## config.mk

```make
export PLATFORM = sky130hd
export DESIGN_NAME = am_lock_module
export DESIGN_NICKNAME = d
export VERILOG_FILES = /design/src/am_lock_pkg.sv /design/src/pcs_block_pkg.sv /design/src/am_match_if.sv /design/src/am_lock_comparator.sv /design/src/am_lock_fsm.sv /design/src/am_lock_module.sv /design/src/am_period_timer.sv /design/src/bip_error_counter.sv
export SDC_FILE = /design/constraint.sdc
export NUM_CORES = 1
export LEC_CHECK = 0
export BUFFER_PORTS_ARGS = -buffer_cell sky130_fd_sc_hd__buf_2
export CAP_MARGIN = 30
export CORE_UTILIZATION = 53
export CTS_BUF_LIST = sky130_fd_sc_hd__clkbuf_4 sky130_fd_sc_hd__clkbuf_8
export DETAILED_ROUTE_END_ITERATION = 16
export PLACE_DENSITY = 0.78
export SLEW_MARGIN = 10
export SYNTH_ARGS = -nofsm -noshare
export SYNTH_HDL_FRONTEND = slang
export SYNTH_SLANG_ARGS = --single-unit
```

## constraint.sdc

```tcl
create_clock -name i_clock -period 3.4 [get_ports i_clock]
set_input_delay 0.34 -clock i_clock [delete_from_list [all_inputs] [get_ports i_clock]]
set_output_delay 0.34 -clock i_clock [all_outputs]
set_load 0.05 [all_outputs]
```

## src/am_lock_pkg.sv

```systemverilog
// marker lock types
package am_lock_pkg;

	// lock FSM states
	typedef enum logic [1:0]
	{
		LOCK_INIT,   // hunting for any marker
		LOCK_FIRST,  // lane captured, first period pending
		LOCK_COUNT,  // counting good markers toward lock
		LOCKED       // lane locked, watching for bad markers
	} lock_state_t;

	typedef logic [4:0]  lane_id_t;    // up to 20 lanes
	typedef logic [31:0] err_count_t;  // saturating BIP error count
	typedef logic [2:0]  inv_am_t;     // unlock threshold, bad markers in a row
	typedef logic [4:0]  val_am_t;     // lock threshold, good markers in a row

endpackage

```

## src/pcs_block_pkg.sv

```systemverilog
// 64b/66b coded block definitions
package pcs_block_pkg;

	localparam int LEN_CODED_BLOCK = 66;                   // sync header + 64 payload bits
	localparam int N_LANES_MAX     = 20;                   // 100G lane count

	typedef logic [LEN_CODED_BLOCK-1:0] coded_block_t;
	typedef logic [1:0]                 sync_hdr_t;        // bits 65:64
	typedef logic [47:0]                am_marker_t;       // {bits 63:40, bits 31:8}
	typedef logic [7:0]                 bip_t;             // rx BIP3 in bits 39:32

	localparam sync_hdr_t  CTRL_SH         = 2'b10;        // control block header
	localparam logic [7:0] BLOCK_TYPE_CTRL = 8'h1E;        // all control characters
	localparam logic [6:0] PCS_IDLE        = 7'h00;        // idle control character

	// 100G lane markers, M0 M1 M2 then M4 M5 M6, index = lane
	localparam am_marker_t AM_TABLE [N_LANES_MAX] = '{
		48'hC16821_3E97DE, 48'h9D718E_628E71, 48'h594BE8_A6B417, 48'h4D957B_B26A84,
		48'hF50709_0AF8F6, 48'hDD14C2_22EB3D, 48'h9A4A26_65B5D9, 48'h7B4566_84BA99,
		48'hA02476_5FDB89, 48'h68C9FB_973604, 48'hFD6C99_029366, 48'hB99155_466EAA,
		48'h5CB9B2_A3464D, 48'h1AF8BD_E50742, 48'h83C7CA_7C3835, 48'h3536CD_CAC932,
		48'hC4314C_3BCEB3, 48'hADD6B7_522948, 48'h5F662A_A099D5, 48'hC0F0E5_3F0F1A
	};
	// second half of each entry is the bitwise inverse of the first

endpackage

```

## src/am_match_if.sv

```systemverilog
// comparator to lock FSM link
`timescale 1ns/1ps

interface am_match_if
#(
	parameter int N_ALIGNER = 20
);

	logic [N_ALIGNER-1:0] match_mask;    // one-hot captured lane
	logic                 enable_mask;   // restrict match to captured lane
	logic [N_ALIGNER-1:0] match_vector;  // one bit per matching lane
	logic                 am_match;      // candidate is a marker

	modport comparator
	(
		input  match_mask,
		input  enable_mask,
		output match_vector,
		output am_match
	);

	modport fsm
	(
		output match_mask,
		output enable_mask,
		input  match_vector,
		input  am_match
	);

endinterface

```

## src/am_lock_comparator.sv

```systemverilog
// alignment marker comparator
`timescale 1ns/1ps

module am_lock_comparator
#(
	parameter int N_ALIGNER = 20
)
(
	am_match_if.comparator              ifc,
	input  pcs_block_pkg::coded_block_t i_candidate
);

	import pcs_block_pkg::*;

	sync_hdr_t  sync_hdr;
	am_marker_t marker;
	logic       sh_valid;

	assign sync_hdr = i_candidate[LEN_CODED_BLOCK-1 -: 2];
	assign sh_valid = (sync_hdr == CTRL_SH);  // markers are control blocks only

	// BIP3 in 39:32 and BIP7 in 7:0 are not part of the pattern
	assign marker = {i_candidate[63:40], i_candidate[31:8]};

	// per lane compare
	always_comb
	begin
		for (int i = 0; i < N_ALIGNER; i++)
		begin
			ifc.match_vector[i] = sh_valid
				&& (marker == AM_TABLE[i])
				&& (!ifc.enable_mask || ifc.match_mask[i]);  // after capture only own lane
		end
	end

	// table entries are distinct so at most one bit is set
	assign ifc.am_match = |ifc.match_vector;

endmodule

```

## src/am_lock_fsm.sv

```systemverilog
// marker lock state machine
`timescale 1ns/1ps

module am_lock_fsm
(
	input  logic                  i_clock,
	input  logic                  i_rst_n,
	input  logic                  i_accept,       // candidate judged this cycle
	input  logic                  i_block_lock,   // 66b sync lock from upstream
	input  logic                  i_timer_done,   // candidate sits on the expected slot
	input  am_lock_pkg::val_am_t  i_max_valid_am,
	input  am_lock_pkg::inv_am_t  i_max_invalid_am,
	am_match_if.fsm               ifc,
	output logic                  o_timer_restart,
	output logic                  o_am_lock,
	output logic                  o_resync,
	output logic                  o_start_of_lane,
	output logic                  o_check_bip
);

	import am_lock_pkg::*;

	lock_state_t              state;
	val_am_t                  val_count;   // good markers seen so far
	inv_am_t                  inv_count;   // bad markers in a row while locked
	logic                     judge;       // expected marker slot reached
	logic                     capture;     // first marker of a new search
	logic [$bits(val_am_t):0] val_next;    // one wider, no wrap at compare
	logic [$bits(inv_am_t):0] inv_next;

	assign judge   = i_accept && i_timer_done;
	assign capture = i_block_lock && (state == LOCK_INIT) && i_accept && ifc.am_match;

	// capture marker counts as the first, so the first period brings two
	assign val_next = (state == LOCK_FIRST) ? ($bits(val_next))'(2)
		: {1'b0, val_count} + 1'b1;
	assign inv_next = {1'b0, inv_count} + 1'b1;

	assign o_timer_restart = capture;  // period starts at the captured marker
	assign o_check_bip     = i_block_lock && (state == LOCKED) && judge;

	always_ff @(posedge i_clock or negedge i_rst_n)
	begin
		if (!i_rst_n)
		begin
			state           <= LOCK_INIT;
			ifc.match_mask  <= '0;
			ifc.enable_mask <= 1'b0;
			val_count       <= '0;
			inv_count       <= '0;
			o_am_lock       <= 1'b0;
			o_resync        <= 1'b0;
			o_start_of_lane <= 1'b0;
		end
		else
		begin
			o_resync        <= 1'b0;  // single cycle pulses
			o_start_of_lane <= 1'b0;
			if (!i_block_lock)
			begin
				// lost block sync, start over without resync request
				state           <= LOCK_INIT;
				ifc.match_mask  <= '0;
				ifc.enable_mask <= 1'b0;
				val_count       <= '0;
				inv_count       <= '0;
				o_am_lock       <= 1'b0;
			end
			else
			begin
				case (state)
					LOCK_INIT:
					begin
						if (capture)
						begin
							ifc.match_mask  <= ifc.match_vector;  // lane of this marker
							ifc.enable_mask <= 1'b1;
							inv_count       <= '0;
							if (i_max_valid_am <= val_am_t'(1))
							begin
								state     <= LOCKED;  // single marker is enough
								o_am_lock <= 1'b1;
							end
							else
								state <= LOCK_FIRST;
						end
					end
					LOCK_FIRST, LOCK_COUNT:
					begin
						if (judge && ifc.am_match)
						begin
							val_count <= val_next[$bits(val_am_t)-1:0];
							if (val_next >= {1'b0, i_max_valid_am})
							begin
								state     <= LOCKED;
								o_am_lock <= 1'b1;
							end
							else
								state <= LOCK_COUNT;
						end
						else if (judge)
						begin
							state           <= LOCK_INIT;  // off period or wrong lane
							ifc.match_mask  <= '0;
							ifc.enable_mask <= 1'b0;
							val_count       <= '0;
						end
					end
					LOCKED:
					begin
						if (judge && ifc.am_match)
						begin
							inv_count       <= '0;  // misses must be consecutive
							o_start_of_lane <= 1'b1;
						end
						else if (judge && (inv_next >= {1'b0, i_max_invalid_am}))
						begin
							state           <= LOCK_INIT;
							ifc.match_mask  <= '0;
							ifc.enable_mask <= 1'b0;
							val_count       <= '0;
							inv_count       <= '0;
							o_am_lock       <= 1'b0;
							o_resync        <= 1'b1;  // ask upstream to realign
						end
						else if (judge)
							inv_count <= inv_next[$bits(inv_am_t)-1:0];
					end
					default:
						state <= LOCK_INIT;
				endcase
			end
		end
	end

endmodule

```

## src/am_lock_module.sv

```systemverilog
// alignment marker lock top level
`timescale 1ns/1ps

module am_lock_module
#(
	parameter int N_ALIGNER = 20,     // lanes searched, at most 20
	parameter int N_BLOCKS  = 16384   // marker period in blocks
)
(
	input  logic                        i_clock,
	input  logic                        i_rst_n,
	input  logic                        i_enable,
	input  logic                        i_valid,
	input  logic                        i_block_lock,
	input  pcs_block_pkg::coded_block_t i_data,
	input  am_lock_pkg::inv_am_t        i_max_invalid_am,
	input  am_lock_pkg::val_am_t        i_max_valid_am,
	output pcs_block_pkg::coded_block_t o_data,
	output am_lock_pkg::lane_id_t       o_lane_id,       // valid while o_am_lock
	output am_lock_pkg::err_count_t     o_error_counter,
	output logic                        o_am_lock,
	output logic                        o_resync,
	output logic                        o_start_of_lane
);

	import pcs_block_pkg::*;
	import am_lock_pkg::*;

	// marker replacement, control header + eight idles
	localparam coded_block_t IDLE_BLOCK = {CTRL_SH, BLOCK_TYPE_CTRL, {8{PCS_IDLE}}};

	logic         accept;      // block taken from the input
	logic         cand_valid;  // candidate register holds a real block
	logic         blk_accept;  // candidate moves to output
	coded_block_t candidate;
	coded_block_t out_block;
	logic         timer_restart;
	logic         timer_done;
	logic         check_bip;

	am_match_if #(.N_ALIGNER(N_ALIGNER)) u_match_if ();

	assign accept     = i_valid && i_enable;
	assign blk_accept = accept && cand_valid;

	always_ff @(posedge i_clock or negedge i_rst_n)
	begin
		if (!i_rst_n)
			cand_valid <= 1'b0;
		else if (accept)
			cand_valid <= 1'b1;  // stays set after the first block
	end

	// two stage block pipeline
	always_ff @(posedge i_clock)
	begin
		if (accept)
			candidate <= i_data;
		if (blk_accept)
			out_block <= u_match_if.am_match ? IDLE_BLOCK : candidate;  // drop markers
	end

	assign o_data = out_block;

	// one-hot lane mask to lane number
	always_comb
	begin
		o_lane_id = '0;
		for (int i = 0; i < N_ALIGNER; i++)
		begin
			if (u_match_if.match_mask[i])
				o_lane_id = lane_id_t'(i);
		end
	end

	am_lock_comparator #(.N_ALIGNER(N_ALIGNER)) u_comparator
	(
		.ifc         (u_match_if),
		.i_candidate (candidate)
	);

	am_period_timer #(.N_BLOCKS(N_BLOCKS)) u_period_timer
	(
		.i_clock      (i_clock),
		.i_rst_n      (i_rst_n),
		.i_restart    (timer_restart),
		.i_accept     (blk_accept),
		.o_timer_done (timer_done)
	);

	am_lock_fsm u_lock_fsm
	(
		.i_clock          (i_clock),
		.i_rst_n          (i_rst_n),
		.i_accept         (blk_accept),
		.i_block_lock     (i_block_lock),
		.i_timer_done     (timer_done),
		.i_max_valid_am   (i_max_valid_am),
		.i_max_invalid_am (i_max_invalid_am),
		.ifc              (u_match_if),
		.o_timer_restart  (timer_restart),
		.o_am_lock        (o_am_lock),
		.o_resync         (o_resync),
		.o_start_of_lane  (o_start_of_lane),
		.o_check_bip      (check_bip)
	);

	bip_error_counter u_bip_counter
	(
		.i_clock       (i_clock),
		.i_rst_n       (i_rst_n),
		.i_accept      (blk_accept),
		.i_candidate   (candidate),
		.i_is_marker   (u_match_if.am_match),
		.i_check       (check_bip),
		.o_error_count (o_error_counter)
	);

endmodule

```

## src/am_period_timer.sv

```systemverilog
// marker period timer
`timescale 1ns/1ps

module am_period_timer
#(
	parameter int N_BLOCKS = 16384
)
(
	input  logic i_clock,
	input  logic i_rst_n,
	input  logic i_restart,  // marker captured, align period to it
	input  logic i_accept,   // candidate moved on
	output logic o_timer_done
);

	localparam int NB_COUNT = $clog2(N_BLOCKS + 1);

	logic [NB_COUNT-1:0] count;  // blocks left until next expected marker

	always_ff @(posedge i_clock or negedge i_rst_n)
	begin
		if (!i_rst_n)
			count <= NB_COUNT'(N_BLOCKS);
		else if (i_restart || (i_accept && o_timer_done))
			count <= NB_COUNT'(N_BLOCKS);  // reload, free running between restarts
		else if (i_accept)
			count <= count - NB_COUNT'(1);
	end

	// candidate is the N_BLOCKS-th block after the last marker
	assign o_timer_done = (count == NB_COUNT'(1));

endmodule

```

## src/bip_error_counter.sv

```systemverilog
// BIP3 error counter
`timescale 1ns/1ps

module bip_error_counter
(
	input  logic                        i_clock,
	input  logic                        i_rst_n,
	input  logic                        i_accept,      // candidate moved on
	input  pcs_block_pkg::coded_block_t i_candidate,
	input  logic                        i_is_marker,   // comparator hit on candidate
	input  logic                        i_check,       // expected marker slot while locked
	output am_lock_pkg::err_count_t     o_error_count
);

	import pcs_block_pkg::*;

	bip_t bip_acc;    // running parity since last marker
	bip_t block_bip;  // parity of the candidate alone
	bip_t rx_bip;
	logic bip_error;

	// bit j collects payload bits i with i mod 8 == j
	always_comb
	begin
		block_bip = '0;
		for (int i = 0; i < LEN_CODED_BLOCK - 2; i++)
		begin
			block_bip[i % 8] ^= i_candidate[i];
		end
		block_bip[3] ^= i_candidate[LEN_CODED_BLOCK-2];  // sh bit 0
		block_bip[4] ^= i_candidate[LEN_CODED_BLOCK-1];  // sh bit 1
	end

	assign rx_bip    = i_candidate[39:32];  // BIP3 field of the marker
	assign bip_error = i_check && i_is_marker && (rx_bip != bip_acc);

	always_ff @(posedge i_clock or negedge i_rst_n)
	begin
		if (!i_rst_n)
		begin
			bip_acc       <= '0;
			o_error_count <= '0;
		end
		else if (i_accept)
		begin
			// markers and missed marker slots close the window
			if (i_is_marker || i_check)
				bip_acc <= '0;
			else
				bip_acc <= bip_acc ^ block_bip;
			if (bip_error && (o_error_count != '1))
				o_error_count <= o_error_count + 1'b1;  // saturate at all ones
		end
	end

endmodule

```

==> results of run 1 <==
==> synthesized netlist by cell type, types with 7 or more instances <==
cell type and number:
inv_1 36, and2_1 67, a31oi_1 11, nor4_1 35
or4_1 7, and4bb_2 30, and4bb_1 7, o21ai_0 25
dfrtp_1 89, a21oi_1 11, or3_1 7, nand2_1 68
buf_2 16, nor3_1 32, nand2b_1 18, clkbuf_1 25
mux2i_1 11, nand4_1 70, ha_1 17, xnor2_1 85
and3_1 14, nor2b_1 8, edfxtp_1 132, xor2_1 26
nand3_1 55, nor4bb_1 11, nor2_1 51, mux2_2 12
==> power by group <==
group          total (mW)  switching, mW  leakage (nW)  internal (mW)
clock                2.78           1.15         0.466           1.64
combinational        1.64          0.966          3.51          0.677
sequential           3.36          0.228          2.45           3.13
==> cells by family (layout without fill, tap and decap cells) <==
logic type / after synthesis / count (layout)
DFF: 222 / 222
AOI/OAI and AO/OA: 83 / 83
adders and majority gates: 17 / 17
muxes: 23 / 23
buffers and inverters: 83 / 497
other: 0 / 2
and+or+nand+nor: 501 / 501
xor gates and xnor gates: 112 / 112
==> metrics by stage <==
stage	util, %	hold slack [ns]
finish	72.46	0.03126
global route	72.45	0.003561
CTS	71.64	0.004085
detailed placement	64.44	0.3637
global placement	64.44	0.3620
floorplan	-	0.04441
==> layout make-up <==
cell class                 instances  area, um^2  area share [%]
sequential                       222        6217           40.31
timing repair buffer             388        2650           17.18
multi-input combinational        736        5179           33.57
antenna                            2       5.005         0.03245
tap                              275       344.1           2.231
clock buffer                      61       745.7           4.835
inverter                          37       140.1          0.9085
clock inverter                    11       143.9          0.9328
==> worst reg2reg max path: cells and delay by family (launching register included) <==
kind / cells / cell delay (ns)
buffers and inverters: 1 / 0.16
XOR/XNOR: 1 / 0.14
flip-flops: 1 / 0.47
AND/OR/NAND/NOR: 8 / 2.42
==> sequential cells by signal, indices dropped and copies added, names as in the netlist <==
signal,flops
u_lock_fsm.inv_count,3
u_lock_fsm.val_count,5
u_lock_fsm.ifc.match_mask,20
u_bip_counter.bip_acc,8
o_data,66
u_lock_fsm.o_resync,1
u_lock_fsm.state,2
candidate,66
u_lock_fsm.o_start_of_lane,1
u_lock_fsm.ifc.enable_mask,1
u_bip_counter.o_error_count,32
cand_valid,1
u_period_timer.count,15
u_lock_fsm.o_am_lock,1
==> cells in the final DEF (no fill, tap or decap), drive strengths merged, types with 3 or more instances in the layout <==
master,instances
ha,17
and4,5
inv,37
dlygate4sd3,63
and2,68
xor2,26
or3,7
nor2b,8
nand3,55
bufinv,3
or4,9
mux2,12
or2,5
o21ai,27
xnor2,86
dfrtp,89
nand2b,18
a21o,4
clkbuf,61
nand2,69
a31oi,11
clkinv,7
nand4,70
o2111ai,4
o31ai,3
o41ai,3
a211oi,5
and4bb,37
mux2i,11
nor2,51
nor4,36
buf,325
nor4bb,11
a21oi,11
nor3,32
edfxtp,132
and3,14
o211ai,4
==> worst paths after layout <==
path	start	to	slack [ns]	cells past startpoint
min in group asynchronous	i_rst_n	u_period_timer.count[12]$_DFFE_PN0P_	0.36	2
max in group asynchronous	i_rst_n	u_period_timer.count[14]$_DFFE_PN1P_	2.22	3
hold / removal	i_data[25]	candidate[25]$_DFFE_PP_	0.03	1
hold reg to reg	cand_valid$_DFFE_PN0P_	cand_valid$_DFFE_PN0P_	0.49	1
setup / recovery	candidate[15]$_DFFE_PP_	u_bip_counter.o_error_count[31]$_DFFE_PN0P_	0.09	10
setup reg to reg	candidate[15]$_DFFE_PP_	u_bip_counter.o_error_count[31]$_DFFE_PN0P_	0.09	10
==> repair_timing <==
action,4_1_cts,5_1_grt
setup endpoints to repair,6,56
hold buffers,63,0
buffers inserted,0,11
resized for setup,2,18
endpoints found under the hold margin,95,0
pin swaps,0,3
==> per-layer routing <==
| metal | share of wire (%) | up-vias | global-route usage [%] |
|---|---|---|---|
| met5 | 0.055 | - | 0 |
| met4 | 3.7 | 2 | 14.34 |
| met3 | 7.5 | 105 | 6.576 |
| met2 | 48 | 554 | 59.24 |
| met1 | 41 | 5070 | 46.87 |
| li1 | - | 4636 | - |
==> results.toml, run 1 <==
[run_status]
status = "complete, no violations"

[yosys]
synth_ff_type = "edfxtp_1"
synth_top_family_by_area = "simple AND/OR/NAND/NOR gates"
ys_warn_count = 0
synth_area_leader_cell = "edfxtp_1"
synthSimpleGateAreaFrac_pct = 26.25
synth-compound-area-share_pct = 4.849
synthAdderAreaFrac_pct = 1.828
synth.top_cell.area_share_pct = 34.06
syn_area_per_cell_um2 = 11.18
syn_nets = 1137
synth_area_um2 = 11640
synth-xor-area-share_pct = 8.495
async_reset_ff_share_pct = 40.54
synth_cell_type_count = 61
ys_seq_area_share_pct = 53.43
synthCells = 1041
synth-edff-count = 132
synthTopCellsByArea = "edfxtp_1 34%, dfrtp_1 19%, xnor2_1 6.4%"
synth_seq_cells = 222
muxShareOfSynthArea_pct = 2.108

[worst_setup_path]
critical_path.startpoint_type = "register"
end_kind = "register"
cp_top_family = "simple AND/OR/NAND/NOR gates"
cp_slowest_cell = "or4b_1"
slowest_delay_ns = 0.55
crit_fanout = 6
cp_cell_sequence = "and4bb_2, buf_4, and4_1, nand2_1, or4b_1, nand4_1, nor3_2, or3_1, or4_4, xnor2_2"
cp_num_buf_inv = 1
cp.required_ns = 3.84
cp_data_arrival_time_ns = 3.74
path_class = "register to register"

[floorplan]
pin_count = 185
die_area_um2 = 22550
die-width_um = 150.2
start_util_pct = 54.66
die_y_um = 150.2
coreArea_um2 = 21290
rows = 53

[grt]
grt_pass1_wl_mm = 59.53
grt_pass1_vias = 10200
grt_max_degree = 68
antenna_found_initial = 2
grt_overflow = 0
track_usage_pct = 35.93

[timing]
setup-tns-final_ns = 0
hold_viol_final = 0
fin_crit_sh_pct = 97.29
maxSlewViolCount = 0
fin_worst_skew_ns = 0.03876
worstMarginPinSlew_ns = 0.9715
slew_headroom_pct = 35.23
period_needed_ns = 3.308
finalSetupViolations = 0
fmax_ghz = 0.3023
setup_ws_ns = 0.09229
rsz0062_at_grt = "true"

[drt]
postRouteAntennaNets = 0
wl_mm = 40.13
drc = 0
drt_iter0_drc = 918
drt-wirelength-per-cell_um = 23.17
viasPerCell = 5.986
num_vias = 10370
dr.pass1.iters = 5

[worst_hold_path]
hold_path_class = "input pin to register"

[place]
pre_cts_ws_ns = -0.03852
placed_cell_area_um2 = 13720
dp.cells = 1584
dp_hpwl_mm = 29.32
port_buffers = 184
gp_congestion = 1.004

[cts]
clk_latency_ns = 0.57
cts_root_buffer = "clkbuf_8"
path_clk_slew_ns = 0.05
cts_buffer_depth = 3
cts_tree = "done"
h-tree-depth = 2
cts_buffers = 39
numClockSinks = 222

[power_and_ir_drop]
total_power_mw = 7.782
power_leakage_nw = 6.423
p_per_area_nw_per_um2 = 504.5
ir_worst_vdd_uv = 400.6

[layout]
drive_gt1_share_pct = 32.23
syn2layout_area_growth_pct = 32.56
final_nets = 1520
stdcell_count = 1732
stdcell_area_um2 = 15420
fill_cells = 1486

[flow_run]
drv_cap = 0
Note: power is estimated with default switching activity, not from simulation.
==> inputs of run 2 (changes only) <==
CORE_UTILIZATION = 64   (was 53)
PLACE_DENSITY = 0.89   (was 0.78)
clock period = 3.93 ns   (was 3.4 ns; I/O delays follow)
==> run 2 against run 1 <==
Register-to-register slack gained 0.03 ns. Global-route usage grew 10 points. Setup slack gained 0.032 ns. Critical endpoint is now u_bip_counter.o_error_count[13]$_DFFE_PN0P_. Die area shrank 17%. Maximum frequency shrank 13%. Sequential share of layout area grew 4.7 points. Sequential cell count is the same. Via count grew 1.6%. Largest power group unchanged. Non-clock buffer count shrank 162. Design area shrank 10%. Hold slack lost 0.016 ns.
==> results.toml, run 2 (synthesis results as in run 1) <==
[grt]
grt_pass1_vias = 10530
grt_overflow = 0
grt_max_degree = 68
track_usage_pct = 46.40
antenna_found_initial = 1
grt_pass1_wl_mm = 62.69

[flow_run]
drv_cap = 0

[drt]
wl_mm = 42.38
num_vias = 10530
postRouteAntennaNets = 0
drt_iter0_drc = 1500
viasPerCell = 6.957
drc = 0
dr.pass1.iters = 6
drt-wirelength-per-cell_um = 27.99

[timing]
fin_crit_sh_pct = 96.83
rsz0062_at_grt = "false"
slew_headroom_pct = 37.16
fmax_ghz = 0.2628
period_needed_ns = 3.805
worstMarginPinSlew_ns = 0.9404
holdWs_ns = 0.01512
maxSlewViolCount = 0
setup-tns-final_ns = 0
finalSetupViolations = 0
hold_viol_final = 0
fin_worst_skew_ns = 0.02626

[layout]
final_cell_mix = "183 x buf_2, 132 x edfxtp_1, 89 x dfrtp_1"
fin_util_pct = 78.83
final_common_cell = "buf_2"
stdcell_count = 1514
drive_gt1_share_pct = 27.54
syn2layout_area_growth_pct = 18.81
n_antenna_cell = 0
final_nets = 1356

[cts]
clk_latency_ns = 0.56
postCtsSetupBuffers = 0
numClockSinks = 222
path_clk_slew_ns = 0.07
h-tree-depth = 2
cts_buffers = 37
cts_root_buffer = "clkbuf_8"
cts_tree = "done"
cts_buffer_depth = 3

[worst_setup_path]
timing.rr.end = "u_bip_counter.o_error_count[13]$_DFFE_PN0P_"
timing.rr.start = "candidate[10]$_DFFE_PP_"
reg2reg_depth = 11
crit_fanout = 9
crit_start = "candidate[10]$_DFFE_PP_"
cp.required_ns = 4.38
end_kind = "register"
ff2ff_setup_slack_ns = 0.12
critical_path.startpoint_type = "register"
path_class = "register to register"
cp_data_arrival_time_ns = 4.26

[floorplan]
rows = 48
coreArea_um2 = 17540
die-width_um = 136.8
pin_count = 185
die_y_um = 136.8
die_area_um2 = 18730
start_util_pct = 66.35

[power_and_ir_drop]
power_leakage_nw = 5.613
ir_worst_vdd_uv = 437.2
total_power_mw = 6.613
p_per_area_nw_per_um2 = 478.4

[worst_hold_path]
min_from = "i_data[13]"
hold_path_class = "input pin to register"
worstHoldEndpoint = "candidate[13]$_DFFE_PP_"
hold-path-cell-count = 1

[place]
gp_congestion = 1.157
dp_hpwl_mm = 29.11
dp.cells = 1445
port_buffers = 184

[run_status]
status = "complete, no violations"
==> run 2: cell types whose count changed in the layout (fill, tap and decap cells not counted), sizes merged <==
cell         change
inv              +1
dlygate4sd3     -62
diode            -2
buf            -100
clkinvlp         -1
clkinv           -1
clkbuf           -2
bufinv           -1
==> run 2: through the flow <==
step,setup slack [ns],area (um^2)
2_1_floorplan,0.2703,11640
3_3_place_gp,0.3122,12970
3_5_place_dp,0.3235,12970
4_1_cts,0.1980,13820
5_1_grt,0.03219,13820
6_report,0.1247,13820
==> run 2: report_power, final <==
part / switching (mW) / leakage [nW] / internal (mW)
registers: 0.249 / 2.45 / 2.70
logic: 0.865 / 2.72 / 0.462
clock network: 1.01 / 0.447 / 1.32
==> run 2: how the worst max path moves through the flow <==
stage | end | cells past startpoint
after global placement | u_lock_fsm.o_am_lock$_DFFE_PN0P_ | 11
after global routing | u_lock_fsm.ifc.match_mask[0]$_DFFE_PN0P_ | 10
after CTS | u_bip_counter.o_error_count[18]$_DFFE_PN0P_ | 9
after detailed placement | u_lock_fsm.ifc.match_mask[0]$_DFFE_PN0P_ | 11
final | u_bip_counter.o_error_count[13]$_DFFE_PN0P_ | 11
after floorplan | u_lock_fsm.o_am_lock$_DFFE_PN0P_ | 7
==> run 2: what timing repair did <==
| action | CTS | global route |
|---|---|---|
| resized for setup | 0 | 3 |
| hold buffers | 1 | 0 |
| hold endpoints to repair | 28 | 0 |
| endpoints found under the setup margin | 0 | 2 |
==> run 2: layer usage <==
metal	GRT usage, %	part of all wire [%]	vias to the layer above
met5	1.389	0.12	-
met4	28.45	7.2	4
met3	14.04	12	276
met2	72.00	45	924
met1	56.89	36	5019
li1	-	-	4310
==> run 2: layout make-up <==
cell class / instances / area (um^2)
Inverter: 37 / 140.1
Clock buffer: 59 / 730.7
Clock inverter: 9 / 103.9
Multi-Input combinational cell: 736 / 5085
Timing Repair Buffer: 226 / 1266
Fill cell: 1019 / 3712
Tap cell: 225 / 281.5
Sequential cell: 222 / 6217
==> run 2: critical path, stage by stage, from the launching register on <==
cell and delay (ns):
edfxtp_1 0.49, nor4bb_1 0.36, buf_4 0.26, nand4_1 0.16, nor4_1 0.67, nor4_1 0.19
o2111ai_2 0.16, nor3_2 0.13, or3_1 0.42, buf_4 0.20, nor3_1 0.40, xor2_1 0.26
